[config.mk]
export PLATFORM = sky130hd
export DESIGN_NAME = nb_fetch_top
export DESIGN_NICKNAME = d
export VERILOG_FILES = /design/src/logic/nb_fetch_pkg.sv /design/src/logic/rd_req_if.sv /design/src/logic/nb_coord_buffer.sv /design/src/logic/nb_token_counter.sv /design/src/logic/nb_fetch_fsm.sv /design/src/logic/tile_sram.sv /design/src/logic/nb_gather.sv /design/src/logic/nb_fetch_top.sv
export VERILOG_INCLUDE_DIRS = /design/src /design/src/logic
export SDC_FILE = /design/constraint.sdc
export NUM_CORES = 2
export LEC_CHECK = 0
export ABC_AREA = 1
export CAP_MARGIN = 20
export CORE_MARGIN = 2
export CORE_UTILIZATION = 40
export DETAILED_ROUTE_END_ITERATION = 8
export DONT_BUFFER_PORTS = 1
export SLEW_MARGIN = 20
export SYNTH_ARGS = -nofsm -noshare
export SYNTH_HDL_FRONTEND = slang
export SYNTH_SLANG_ARGS = --single-unit
[constraint.sdc]
create_clock -name clk -period 3 [get_ports clk]
set_input_delay 0.15 -clock clk [delete_from_list [all_inputs] [get_ports clk]]
set_output_delay 0.15 -clock clk [all_outputs]
set_load 0.01 [all_outputs]
[src/logic/nb_fetch_consts.svh]
// neighborhood fetch constants

`ifndef NB_FETCH_CONSTS_SVH
`define NB_FETCH_CONSTS_SVH

// tile grid size, one grid only
`define NB_TILES_X 16
`define NB_TILES_Y 12

// coordinate widths, row and column
`define NB_I_W 4
`define NB_J_W 4

// 3x3 neighborhood and its token index
`define NB_COUNT 9
`define NB_IDX_W 4

// request tag is {group, token index}
`define NB_TAG_W 16
`define NB_GROUP_W (`NB_TAG_W - `NB_IDX_W)
`define NB_DATA_W 16

`endif

[src/logic/nb_fetch_pkg.sv]
// neighborhood fetch types

`include "nb_fetch_consts.svh"

package nb_fetch_pkg;

  // --------------------------------------------------
  // state types
  // --------------------------------------------------

  // scheduler, waiting for a bundle or issuing reads
  typedef enum logic [0:0] {
    SCHED_IDLE  = 1'b0,
    SCHED_ISSUE = 1'b1
  } sched_state_e;

  // gather, filling slots or holding the full neighborhood
  typedef enum logic [0:0] {
    GATHER_COLLECT = 1'b0,
    GATHER_PRESENT = 1'b1
  } gather_state_e;

  // --------------------------------------------------
  // coordinate and data types
  // --------------------------------------------------
  typedef logic [`NB_I_W-1:0] tile_i_t;
  typedef logic [`NB_J_W-1:0] tile_j_t;

  // slot k holds the word of token k
  typedef logic [`NB_COUNT-1:0][`NB_DATA_W-1:0] nb_data_t;

endpackage

[src/logic/rd_req_if.sv]
// sram read request channel

`timescale 1ns/1ps

`include "nb_fetch_consts.svh"

interface rd_req_if
  import nb_fetch_pkg::*;
();

  // handshake
  logic                 valid;
  logic                 ready;

  // payload, coordinates plus packed tag
  tile_i_t              tile_i;
  tile_j_t              tile_j;
  logic [`NB_TAG_W-1:0] tag;

  // scheduler side, split between fsm and coordinate buffer
  modport sched (
    output valid,
    output tile_i,
    output tile_j,
    output tag,
    input  ready
  );

  // memory side
  modport mem (
    input  valid,
    input  tile_i,
    input  tile_j,
    input  tag,
    output ready
  );

endinterface

[src/logic/nb_coord_buffer.sv]
// neighbor coordinate buffer

`timescale 1ns/1ps

`include "nb_fetch_consts.svh"

module nb_coord_buffer
  import nb_fetch_pkg::*;
(
  input  logic                 clk,
  input  logic                 rst,
  input  logic                 load_i,
  input  tile_i_t              center_i_i,
  input  tile_j_t              center_j_i,
  input  logic [`NB_IDX_W-1:0] idx_i,
  rd_req_if.sched              rd
);

  // one row and one column per token
  tile_i_t              ci_q [`NB_COUNT];
  tile_j_t              cj_q [`NB_COUNT];
  logic [`NB_IDX_W-1:0] sel;

  // step 0 is minus one, 1 stays, 2 is plus one, held inside the grid
  function automatic tile_i_t clamp_i(tile_i_t c, int unsigned step);
    if (step == 0) return (c == '0) ? c : c - 1'b1;
    if (step == 2) return (c == tile_i_t'(`NB_TILES_Y - 1)) ? c : c + 1'b1;
    return c;
  endfunction

  function automatic tile_j_t clamp_j(tile_j_t c, int unsigned step);
    if (step == 0) return (c == '0) ? c : c - 1'b1;
    if (step == 2) return (c == tile_j_t'(`NB_TILES_X - 1)) ? c : c + 1'b1;
    return c;
  endfunction

  // --------------------------------------------------
  // latch all nine on bundle accept
  // --------------------------------------------------
  always_ff @(posedge clk) begin
    if (rst) begin
      for (int k = 0; k < `NB_COUNT; k++) begin
        ci_q[k] <= '0;
        cj_q[k] <= '0;
      end
    end else if (load_i) begin
      // token k: row offset k/3 - 1, column offset k%3 - 1
      for (int k = 0; k < `NB_COUNT; k++) begin
        ci_q[k] <= clamp_i(center_i_i, k / 3);
        cj_q[k] <= clamp_j(center_j_i, k % 3);
      end
    end
  end

  // index past the last token falls back to token 8
  assign sel = (idx_i > `NB_IDX_W'(`NB_COUNT - 1)) ? `NB_IDX_W'(`NB_COUNT - 1) : idx_i;

  // coordinate of the current request
  assign rd.tile_i = ci_q[sel];
  assign rd.tile_j = cj_q[sel];

endmodule

[src/logic/nb_token_counter.sv]
// token index counter

`timescale 1ns/1ps

`include "nb_fetch_consts.svh"

module nb_token_counter (
  input  logic                 clk,
  input  logic                 rst,
  input  logic                 clear_i,
  input  logic                 adv_i,
  output logic [`NB_IDX_W-1:0] idx_o,
  output logic                 last_o
);

  localparam int unsigned IDX_W = `NB_IDX_W;

  // index of the final token in a bundle
  localparam logic [IDX_W-1:0] LAST_IDX = IDX_W'(`NB_COUNT - 1);

  logic [IDX_W-1:0] idx_q;

  // --------------------------------------------------
  // count 0..8
  // --------------------------------------------------
  always_ff @(posedge clk) begin
    if (rst) begin
      idx_q <= '0;
    end else if (clear_i) begin
      // new bundle starts at token 0
      idx_q <= '0;
    end else if (adv_i) begin
      // wrap after the last token
      idx_q <= (idx_q == LAST_IDX) ? '0 : idx_q + 1'b1;
    end
  end

  assign idx_o  = idx_q;
  assign last_o = (idx_q == LAST_IDX);

endmodule

[src/logic/nb_fetch_fsm.sv]
// read request scheduler

`timescale 1ns/1ps

`include "nb_fetch_consts.svh"

module nb_fetch_fsm
  import nb_fetch_pkg::*;
(
  input  logic                 clk,
  input  logic                 rst,
  input  logic                 en_i,
  input  logic                 nb_valid_i,
  output logic                 nb_ready_o,
  input  logic [`NB_GROUP_W-1:0] nb_group_i,
  rd_req_if.sched              rd,
  input  logic [`NB_IDX_W-1:0] idx_i,
  input  logic                 last_i,
  output logic                 cnt_clear_o,
  output logic                 cnt_adv_o,
  output logic                 load_o,
  output logic                 busy_o,
  output logic                 done_o
);

  sched_state_e            state_q;
  logic [`NB_GROUP_W-1:0]  group_q;
  logic                    req_fire;
  logic                    last_fire;
  logic                    nb_fire;

  // --------------------------------------------------
  // handshakes, all gated by enable
  // --------------------------------------------------
  assign rd.valid  = en_i && (state_q == SCHED_ISSUE);
  assign req_fire  = rd.valid && rd.ready;
  assign last_fire = req_fire && last_i;

  // next bundle may overlap the ninth request
  assign nb_ready_o = en_i && ((state_q == SCHED_IDLE) || last_fire);
  assign nb_fire    = nb_valid_i && nb_ready_o;

  // group in the upper bits, token in the low nibble
  assign rd.tag = {group_q, idx_i};

  // counter and coordinate buffer steering
  assign load_o      = nb_fire;
  assign cnt_clear_o = nb_fire;
  assign cnt_adv_o   = req_fire;

  assign busy_o = en_i && (state_q == SCHED_ISSUE);
  assign done_o = last_fire;

  // --------------------------------------------------
  // state register
  // --------------------------------------------------
  always_ff @(posedge clk) begin
    if (rst) begin
      state_q <= SCHED_IDLE;
    end else begin
      case (state_q)
        SCHED_IDLE: if (nb_fire) state_q <= SCHED_ISSUE;
        // stay in issue when a new bundle lands on the last request
        SCHED_ISSUE: if (last_fire && !nb_fire) state_q <= SCHED_IDLE;
        default: state_q <= SCHED_IDLE;
      endcase
    end
  end

  // group tag of the bundle in flight
  always_ff @(posedge clk) begin
    if (nb_fire) group_q <= nb_group_i;
  end

endmodule

[src/logic/tile_sram.sv]
// tile data memory

`timescale 1ns/1ps

`include "nb_fetch_consts.svh"

module tile_sram
  import nb_fetch_pkg::*;
(
  input  logic                  clk,
  input  logic                  rst,
  rd_req_if.mem                 rd,
  input  logic                  wr_en_i,
  input  tile_i_t               wr_i_i,
  input  tile_j_t               wr_j_i,
  input  logic [`NB_DATA_W-1:0] wr_data_i,
  output logic                  rsp_valid_o,
  output logic [`NB_TAG_W-1:0]  rsp_tag_o,
  output logic [`NB_DATA_W-1:0] rsp_data_o,
  input  logic                  rsp_ready_i
);

  localparam int unsigned DEPTH  = `NB_TILES_X * `NB_TILES_Y;
  localparam int unsigned ADDR_W = $clog2(DEPTH);

  logic [`NB_DATA_W-1:0] mem [DEPTH];
  logic                  rsp_valid_q;
  logic                  req_fire;

  // row-major tile address
  function automatic logic [ADDR_W-1:0] addr_of(tile_i_t i, tile_j_t j);
    return ADDR_W'(i) * ADDR_W'(`NB_TILES_X) + ADDR_W'(j);
  endfunction

  // free slot, or the held word leaves this cycle
  assign rd.ready = !rsp_valid_q || rsp_ready_i;
  assign req_fire = rd.valid && rd.ready;

  // write port for loading tiles
  always_ff @(posedge clk) begin
    if (wr_en_i) mem[addr_of(wr_i_i, wr_j_i)] <= wr_data_i;
  end

  // --------------------------------------------------
  // one-entry response register
  // --------------------------------------------------
  always_ff @(posedge clk) begin
    if (rst) rsp_valid_q <= 1'b0;
    else if (req_fire) rsp_valid_q <= 1'b1;
    else if (rsp_ready_i) rsp_valid_q <= 1'b0;
  end

  // word and tag travel together
  always_ff @(posedge clk) begin
    if (req_fire) begin
      rsp_tag_o  <= rd.tag;
      rsp_data_o <= mem[addr_of(rd.tile_i, rd.tile_j)];
    end
  end

  assign rsp_valid_o = rsp_valid_q;

endmodule

[src/logic/nb_gather.sv]
// neighborhood gather

`timescale 1ns/1ps

`include "nb_fetch_consts.svh"

module nb_gather
  import nb_fetch_pkg::*;
(
  input  logic                   clk,
  input  logic                   rst,
  input  logic                   rsp_valid_i,
  input  logic [`NB_TAG_W-1:0]   rsp_tag_i,
  input  logic [`NB_DATA_W-1:0]  rsp_data_i,
  output logic                   rsp_ready_o,
  output logic                   out_valid_o,
  output nb_data_t               out_data_o,
  output logic [`NB_GROUP_W-1:0] out_group_o,
  input  logic                   out_ready_i
);

  localparam int unsigned IDX_W = `NB_IDX_W;
  localparam logic [IDX_W-1:0] LAST_IDX = IDX_W'(`NB_COUNT - 1);

  gather_state_e          state_q;
  logic [IDX_W-1:0]       cnt_q;
  nb_data_t               data_q;
  logic [`NB_GROUP_W-1:0] group_q;
  logic [IDX_W-1:0]       tok;
  logic                   rsp_fire;
  logic                   out_fire;

  // token index sits in the low tag bits
  assign tok = rsp_tag_i[IDX_W-1:0];

  // full buffer blocks the sram, which blocks the scheduler
  assign rsp_ready_o = (state_q == GATHER_COLLECT);
  assign rsp_fire    = rsp_valid_i && rsp_ready_o;

  assign out_valid_o = (state_q == GATHER_PRESENT);
  assign out_fire    = out_valid_o && out_ready_i;

  // --------------------------------------------------
  // arrival count and state
  // --------------------------------------------------
  always_ff @(posedge clk) begin
    if (rst) begin
      state_q <= GATHER_COLLECT;
      cnt_q   <= '0;
    end else begin
      case (state_q)
        GATHER_COLLECT: begin
          if (rsp_fire) begin
            // ninth arrival completes the neighborhood
            cnt_q <= (cnt_q == LAST_IDX) ? '0 : cnt_q + 1'b1;
            if (cnt_q == LAST_IDX) state_q <= GATHER_PRESENT;
          end
        end
        GATHER_PRESENT: if (out_fire) state_q <= GATHER_COLLECT;
        default: state_q <= GATHER_COLLECT;
      endcase
    end
  end

  // slot write by token, group taken from every response
  always_ff @(posedge clk) begin
    if (rsp_fire) begin
      data_q[tok] <= rsp_data_i;
      group_q     <= rsp_tag_i[`NB_TAG_W-1:IDX_W];
    end
  end

  assign out_data_o  = data_q;
  assign out_group_o = group_q;

endmodule

[src/logic/nb_fetch_top.sv]
// neighborhood fetch top

`timescale 1ns/1ps

`include "nb_fetch_consts.svh"

module nb_fetch_top
  import nb_fetch_pkg::*;
(
  input  logic                   clk,
  input  logic                   rst,
  input  logic                   en_i,
  // bundle in
  input  logic                   nb_valid_i,
  output logic                   nb_ready_o,
  input  tile_i_t                center_i_i,
  input  tile_j_t                center_j_i,
  input  logic [`NB_GROUP_W-1:0] nb_group_i,
  // bundle out
  output logic                   out_valid_o,
  input  logic                   out_ready_i,
  output nb_data_t               out_data_o,
  output logic [`NB_GROUP_W-1:0] out_group_o,
  // sram load port
  input  logic                   wr_en_i,
  input  tile_i_t                wr_i_i,
  input  tile_j_t                wr_j_i,
  input  logic [`NB_DATA_W-1:0]  wr_data_i,
  // status
  output logic                   busy_o,
  output logic                   done_o
);

  // --------------------------------------------------
  // internal nets
  // --------------------------------------------------
  logic [`NB_IDX_W-1:0]  idx;
  logic                  last;
  logic                  cnt_clear;
  logic                  cnt_adv;
  logic                  load;
  logic                  rsp_valid;
  logic [`NB_TAG_W-1:0]  rsp_tag;
  logic [`NB_DATA_W-1:0] rsp_data;
  logic                  rsp_ready;

  // request channel, fsm drives valid and tag, buffer the coordinates
  rd_req_if rd ();

  nb_fetch_fsm u_fsm (
    .clk, .rst, .en_i,
    .nb_valid_i, .nb_ready_o, .nb_group_i,
    .rd          (rd.sched),
    .idx_i       (idx),
    .last_i      (last),
    .cnt_clear_o (cnt_clear),
    .cnt_adv_o   (cnt_adv),
    .load_o      (load),
    .busy_o, .done_o
  );

  nb_token_counter u_cnt (
    .clk, .rst,
    .clear_i (cnt_clear),
    .adv_i   (cnt_adv),
    .idx_o   (idx),
    .last_o  (last)
  );

  nb_coord_buffer u_coord (
    .clk, .rst,
    .load_i (load),
    .center_i_i, .center_j_i,
    .idx_i  (idx),
    .rd     (rd.sched)
  );

  tile_sram u_sram (
    .clk, .rst,
    .rd          (rd.mem),
    .wr_en_i, .wr_i_i, .wr_j_i, .wr_data_i,
    .rsp_valid_o (rsp_valid),
    .rsp_tag_o   (rsp_tag),
    .rsp_data_o  (rsp_data),
    .rsp_ready_i (rsp_ready)
  );

  nb_gather u_gather (
    .clk, .rst,
    .rsp_valid_i (rsp_valid),
    .rsp_tag_i   (rsp_tag),
    .rsp_data_i  (rsp_data),
    .rsp_ready_o (rsp_ready),
    .out_valid_o, .out_data_o, .out_group_o, .out_ready_i
  );

endmodule

======== Word level (Yosys, flattened, before mapping) ========
Memory sizes are Yosys's and may differ from the RTL's. A register that Yosys moved wholly into a read port is not among the register bits.
Cells that the tools add are included.
storage, ports and cells
  output and inout port bits .............. 160
  register bits after elaboration ......... 195
  memories kept ........................... 3
  logic and storage cells ................. 130
  input port bits ......................... 50
  bits in writable memories ............... 3,144
memory list
  name          depth  width  read ports  clocked after memory_dff  write ports  RTL line               RTL
  u_sram.mem    192    16     1           1                         1            tile_sram.sv:26        logic [`NB_DATA_W-1:0] mem [DEPTH];
  u_coord.ci_q  9      4      1           0                         9            nb_coord_buffer.sv:20  tile_i_t ci_q [`NB_COUNT];
  u_coord.cj_q  9      4      1           0                         9            nb_coord_buffer.sv:21  tile_j_t cj_q [`NB_COUNT];
operators by class
  multiplexer cells ....................... 57
  $lt $le $gt $ge ......................... 3
  equality and inequality tests ........... 5
  reduce and logical (&&, ||, !) cells .... 17
  bitwise operators ....................... 20
  $add $sub $neg .......................... 8
operators by type and width
  operator             count
  $mux 4               37
  $bwmux 144           1
  $demux 16 s4         1
  $or 1x1->1           18
  $add 4x1->4 const B  4
  $add 8x4->8          2
  $eq 4x4->1 const B   4
  $mux 16              1
  $mux 1               15
  $logic_and 1x1->1    9
  $logic_not 4->1      2
  $sub 4x1->4 const B  2
  $lt 4x5->1 const B   1
  $ge 4x1->1 const B   1
  $gt 4x4->1 const B   1
  $pmux 1 s2           2
  $logic_not 1->1      2
  $logic_or 1x1->1     2
  $ne 2x2->1 const B   1
  $not 1->1            2
  $reduce_and 2->1     1
  $reduce_or 2->1      1

======== Longest topological paths before layout ========
  word-level depth ........................ 13
  depth in mapped cells ................... 25
  mapped depth without buffers ............ 21

======== Least setup slack after synthesis ========
Ideal clock, no wire load.
  path kind ............................... register to register
  start ................................... reg u_gather.state_q (netlist: u_gather.out_valid_o)
  end ..................................... reg u_gather.data_q, in the netlist u_gather.out_data_o[128] (enable)
  period minus slack after synthesis ...... 3.344 ns
  setup time .............................. 0.430 ns
  cell stages (with the launch flop) ...... 4
  buffers on the path ..................... 0
  path slack .............................. -0.344 ns
  required time ........................... 2.570 ns
  arrival time ............................ 2.914 ns
  cells stage by stage .................... dfxtp_1 nor2_1 inv_1 nor4_1
on the way
  word-level cells in the longest chain between the ends .. 2
ends and longest elaborated chain
  what                             RTL line         RTL
  from (decl)                      nb_gather.sv:25  gather_state_e state_q;
  from (signal assigned)           nb_gather.sv:48  state_q <= GATHER_COLLECT;
  from (signal assigned)           nb_gather.sv:56  if (cnt_q == LAST_IDX) state_q <= GATHER_PRESENT;
  from (signal assigned)           nb_gather.sv:59  GATHER_PRESENT: if (out_fire) state_q <= GATHER_COLLECT;
  $not 1->1                        nb_gather.sv:37  assign rsp_ready_o = (state_q == GATHER_COLLECT);
  $logic_and 1x1->1                nb_gather.sv:38  assign rsp_fire = rsp_valid_i && rsp_ready_o;
  via u_gather.rsp_fire            nb_gather.sv:30  logic rsp_fire;
  to (signal, indexed assignment)  nb_gather.sv:68  data_q[tok] <= rsp_data_i;
  to (decl)                        nb_gather.sv:27  nb_data_t data_q;
The timed path passes the listed nets, and every way through them passes these cells.
A chain may end at the register's enable or synchronous reset.

======== Worst setup path in the final report ========
  start ................................... reg u_cnt.idx_q[1] (netlist: u_cnt.idx_o[1])
  end ..................................... reg u_sram.rsp_data_o[12] (read register of u_sram.mem), data pin
on the way
  word-level cells in the longest chain between the ends .. 4
  elaborated cells on any way between the ends .. 5
  those cells by class .................... add/sub: 1; order compare: 1; mux: 1; memory: 2
ends and longest elaborated chain
  what                            RTL line                RTL
  from (decl)                     nb_token_counter.sv:21  logic [IDX_W-1:0] idx_q;
  from (signal assigned)          nb_token_counter.sv:34  idx_q <= (idx_q == LAST_IDX) ? '0 : idx_q + 1'b1;
  $gt 4x4->1                      nb_coord_buffer.sv:56   assign sel = (idx_i > `NB_IDX_W'(`NB_COUNT - 1)) ? `NB_IDX_W'(`NB_COUNT - 1) : idx_i;
  $mux 4 *                        nb_coord_buffer.sv:56
  $mem_v2 9x4 (on tied branches)  n/a
  $add 8x4->8 *                   tile_sram.sv:32         return ADDR_W'(i) * ADDR_W'(`NB_TILES_X) + ADDR_W'(j);
  to (decl)                       tile_sram.sv:19         output logic [`NB_DATA_W-1:0] rsp_data_o,
Every way passes the cells marked *; elsewhere a longest branch is shown, timed or not.

==> results.toml <==
[worst_setup_path]
startpoint_type = "register"
cp_num_buf_inv = 10
criticalPathCategory = "register to register"
path_max_fanout = 10
critPathTopFamily = "buffers and inverters"
required_ns = 3.77
arrival_ns = 4.37
rr_worst_depth = 26
worst_setup_path_end_kind = "register"
crit_slowest_cell = "dfxtp_2"
worst-path-stages = 26
max_stage_delay_ns = 0.32

[power_and_ir_drop]
powerDensity_mw_per_mm2 = 622
ir_worst_vdd_uv = 521
p_leak_nw = 64.2
p_total_w = 0.105

[die]
core_sq_mm = 0.346
num_rows = 216
dieArea_sq_mm = 0.352
die_w_microns = 594
die_h_microns = 594
start_util = 0.402
io_pins = 210

[timing]
period_share = 1.20
rsz0062_at_grt = "true"
timing.fmax_mhz = 277
tightest_slew_ns = 1.44
setup_viol = 16
post-route-min-period_ns = 3.61
skew_ns = 0.104
drv_slew = 0
worst_slack_ns = -0.606
hold_slack_ns = 0.0734
finalHoldViolations = 0
fin_tns_setup_ns = -8.62
slew_headroom = 0.0400

[synthesis]
synth-seq-cells = 3307
yosys-top-cells-area = "edfxtp_1 71%, nand3_1 7.4%, nand2_1 5.3%, inv_1 4.7%, o211ai_1 3.4%"
synth_cells = 11800
netlist_area_sq_mm = 0.139
synth-adder-area-share = 0.000720
syn_nets = 11900
synthDistinctLibCells = 36
synth_xor_area_frac = 0.000378
syn_area_per_cell_sq_um = 11.8
synth-simple-area-share = 0.161
yosys.area.top_type = "edfxtp_1"
ys_warn_count = 0
synth_top_family_by_area = "simple AND/OR/NAND/NOR gates"
ys_seq_area_frac = 0.713
synth_mux_area_frac = 0
yosysTopAreaCellShare = 0.712
synth_compound_area_frac = 0.0501

[route]
drc_errors = 0
drt_iter0_drc = 11600
dr.pass1.iters = 7
via_count = 95600
viasPerCell = 5.53
antenna_left = 0
wl_mm = 435
avgRoutedWirePerCell_microns = 25.2

[cts]
cts.clk_slew.worst_paths_ns = 0.06
clockRootBuffer = "clkbuf_16"
cts_buffer_depth = 4
numClockSinks = 3307
ctsHtreeMaxLevel = 5
tritoncts = "yes"
numCtsBuffers = 347
clkLatencyLatePin_ns = 0.97

[placement]
io_buffers = 0
place_area_sq_mm = 0.149
post-dp-hpwl_mm = 239
place_congestion = 0.900

[global_routing]
grtUsageTotal = 0.238
grt_pass1_vias = 89500
grt_max_degree = 193
antenna_found_initial = 19
overflow = 0
grt_pass1_wl_mm = 622

[min_path]
hold_depth = 4
hold_path_class = "primary input to register"

[final_layout]
fin_area_sq_mm = 0.168
layout.nets = 12500
drive_above_1_share = 0.152
syn2layout_area_growth_pct = 20.9
finish.utilization = 0.486

[outcome]
violations = "setup timing"
status = "finished, violations left"

[flow_run]
max-cap-violations = 0
layout make-up:
cell class / instances / area [sq um]
Clock buffer: 418 / 9030
Sequential cell: 3307 / 99200
Clock inverter: 205 / 1930
Timing Repair Buffer: 1060 / 13100
Multi-Input combinational cell: 5942 / 32500
Antenna cell: 12 / 30.0
Tap cell: 4578 / 5730
Timing Repair inverter: 1 / 16.3
Fill cell: 29700 / 178000
Inverter: 1751 / 6610
worst paths after layout:
| path | end | from | slack [ns] |
|---|---|---|---|
| hold / removal | u_sram.mem[132][11] | wr_en_i | 0.07 |
| hold reg to reg | u_sram.rsp_tag_o[15] | u_fsm.group_q[11] | 0.42 |
| setup / recovery | u_sram.rsp_data_o[12] | u_cnt.idx_o[1] | -0.61 |
| setup reg to reg | u_sram.rsp_data_o[12] | u_cnt.idx_o[1] | -0.61 |
kinds of logic after synthesis:
family,after synthesis
compound gates,1068
xor+xnor,6
fa+ha+maj,8
buf+inv,2577
flops,3307
simple gates,4860
synth_stat cells:
cell type,n
or2_1,1
a31oi_2,1
nand2_1,1964
nand3_1,2057
nor2_2,1
nor3_1,17
o211ai_1,636
buf_6,11
a211oi_1,2
nand3_2,2
o21ai_1,246
nor3_2,2
nor2_8,1
and2_1,1
nand4_1,567
nor4_1,2
o21ai_4,1
edfxtp_1,3296
nor2_1,236
a21oi_1,50
xnor2_1,1
buf_4,50
inv_1,1744
inv_2,7
a22o_1,2
nand2_2,3
ha_1,8
clkbuf_1,329
buf_1,49
o21ai_0,129
buf_2,387
o22ai_1,1
dfxtp_1,11
xor2_1,5
nand3_4,1
or2_2,5
worst register-to-register path, cell delays in order (launching register included):
cell and delay, ns:
dfxtp_2 0.32, inv_2 0.08, ha_4 0.14, inv_2 0.04
o21ai_4 0.20, nand2_4 0.10, buf_4 0.15, nand2_1 0.07
nand3_1 0.06, nand2_1 0.07, nand2_1 0.08, nand3_4 0.09
buf_12 0.19, buf_12 0.19, buf_16 0.17, buf_16 0.18
buf_12 0.15, nand3_1 0.09, nand3_1 0.13, nand3_2 0.15
nand3_4 0.15, nand3_2 0.07, nand3_1 0.10, buf_6 0.14
nand3_4 0.11, buf_4 0.16, nand2_1 0.05
cell usage in the layout (no fill, tap or decap), types with 48 or more instances in the layout:
master | synthesis | final
nand3_1 | 2057 | 1660
clkbuf_1 | 329 | 67
clkbuf_16 | 0 | 369
nand3_4 | 1 | 103
inv_1 | 1744 | 1739
dlygate4sd3_1 | 0 | 80
clkinv_2 | 0 | 53
buf_16 | 0 | 92
buf_4 | 50 | 620
nand4_1 | 567 | 567
clkinv_1 | 0 | 85
edfxtp_1 | 3296 | 3296
o21ai_1 | 246 | 248
o211ai_1 | 636 | 636
nor2_1 | 236 | 226
nand2_1 | 1964 | 1950
nand3_2 | 2 | 297
a21oi_1 | 50 | 48
buf_6 | 11 | 55
o21ai_0 | 129 | 124
buf_12 | 0 | 151
repair_timing:
item                                    in CTS  in global routing
endpoints found under the hold margin     3630                  0
gates resized for setup                    617                136
pin swaps                                   87                 36
endpoints found under the setup margin      16                 17
buffers inserted                            48                  9
cloned                                      49                 18
hold buffers                                96                  0
metal layers:
layer	up-vias	GRT usage	wire length, microns
met3	805	0.0424	40300
met1	47100	0.316	171000
met5	-	0	48
li1	43000	-	-
met2	4668	0.388	205000
met4	8	0.0930	18800
power by group:
part	switching [W]	leakage, nW	total, W	internal (W)
logic	0.00750	29.1	0.0114	0.00393
registers	0.000104	29.8	0.0511	0.0510
clock network	0.0183	5.33	0.0421	0.0239
registers in the layout (all words and copies together), names as in the netlist:
signal	flops
u_sram.rsp_valid_o	1
u_coord.ci_q	12
u_gather.cnt_q	4
u_fsm.state_q	1
u_cnt.idx_o	4
u_coord.cj_q	12
u_gather.out_data_o	144
u_gather.out_valid_o	1
u_gather.out_group_o	12
u_sram.rsp_tag_o	16
u_sram.mem	3072
u_fsm.group_q	12
u_sram.rsp_data_o	16
metrics by stage:
step                      instances  setup slack (ns)
final                         17300            -0.606
after global routing          17300            -0.739
after CTS                     17200            -0.566
after detailed placement      16400             -1.23
after global placement        16400             -1.27
after floorplan               11800             0.132
Power figures use the tool's default switching activity.
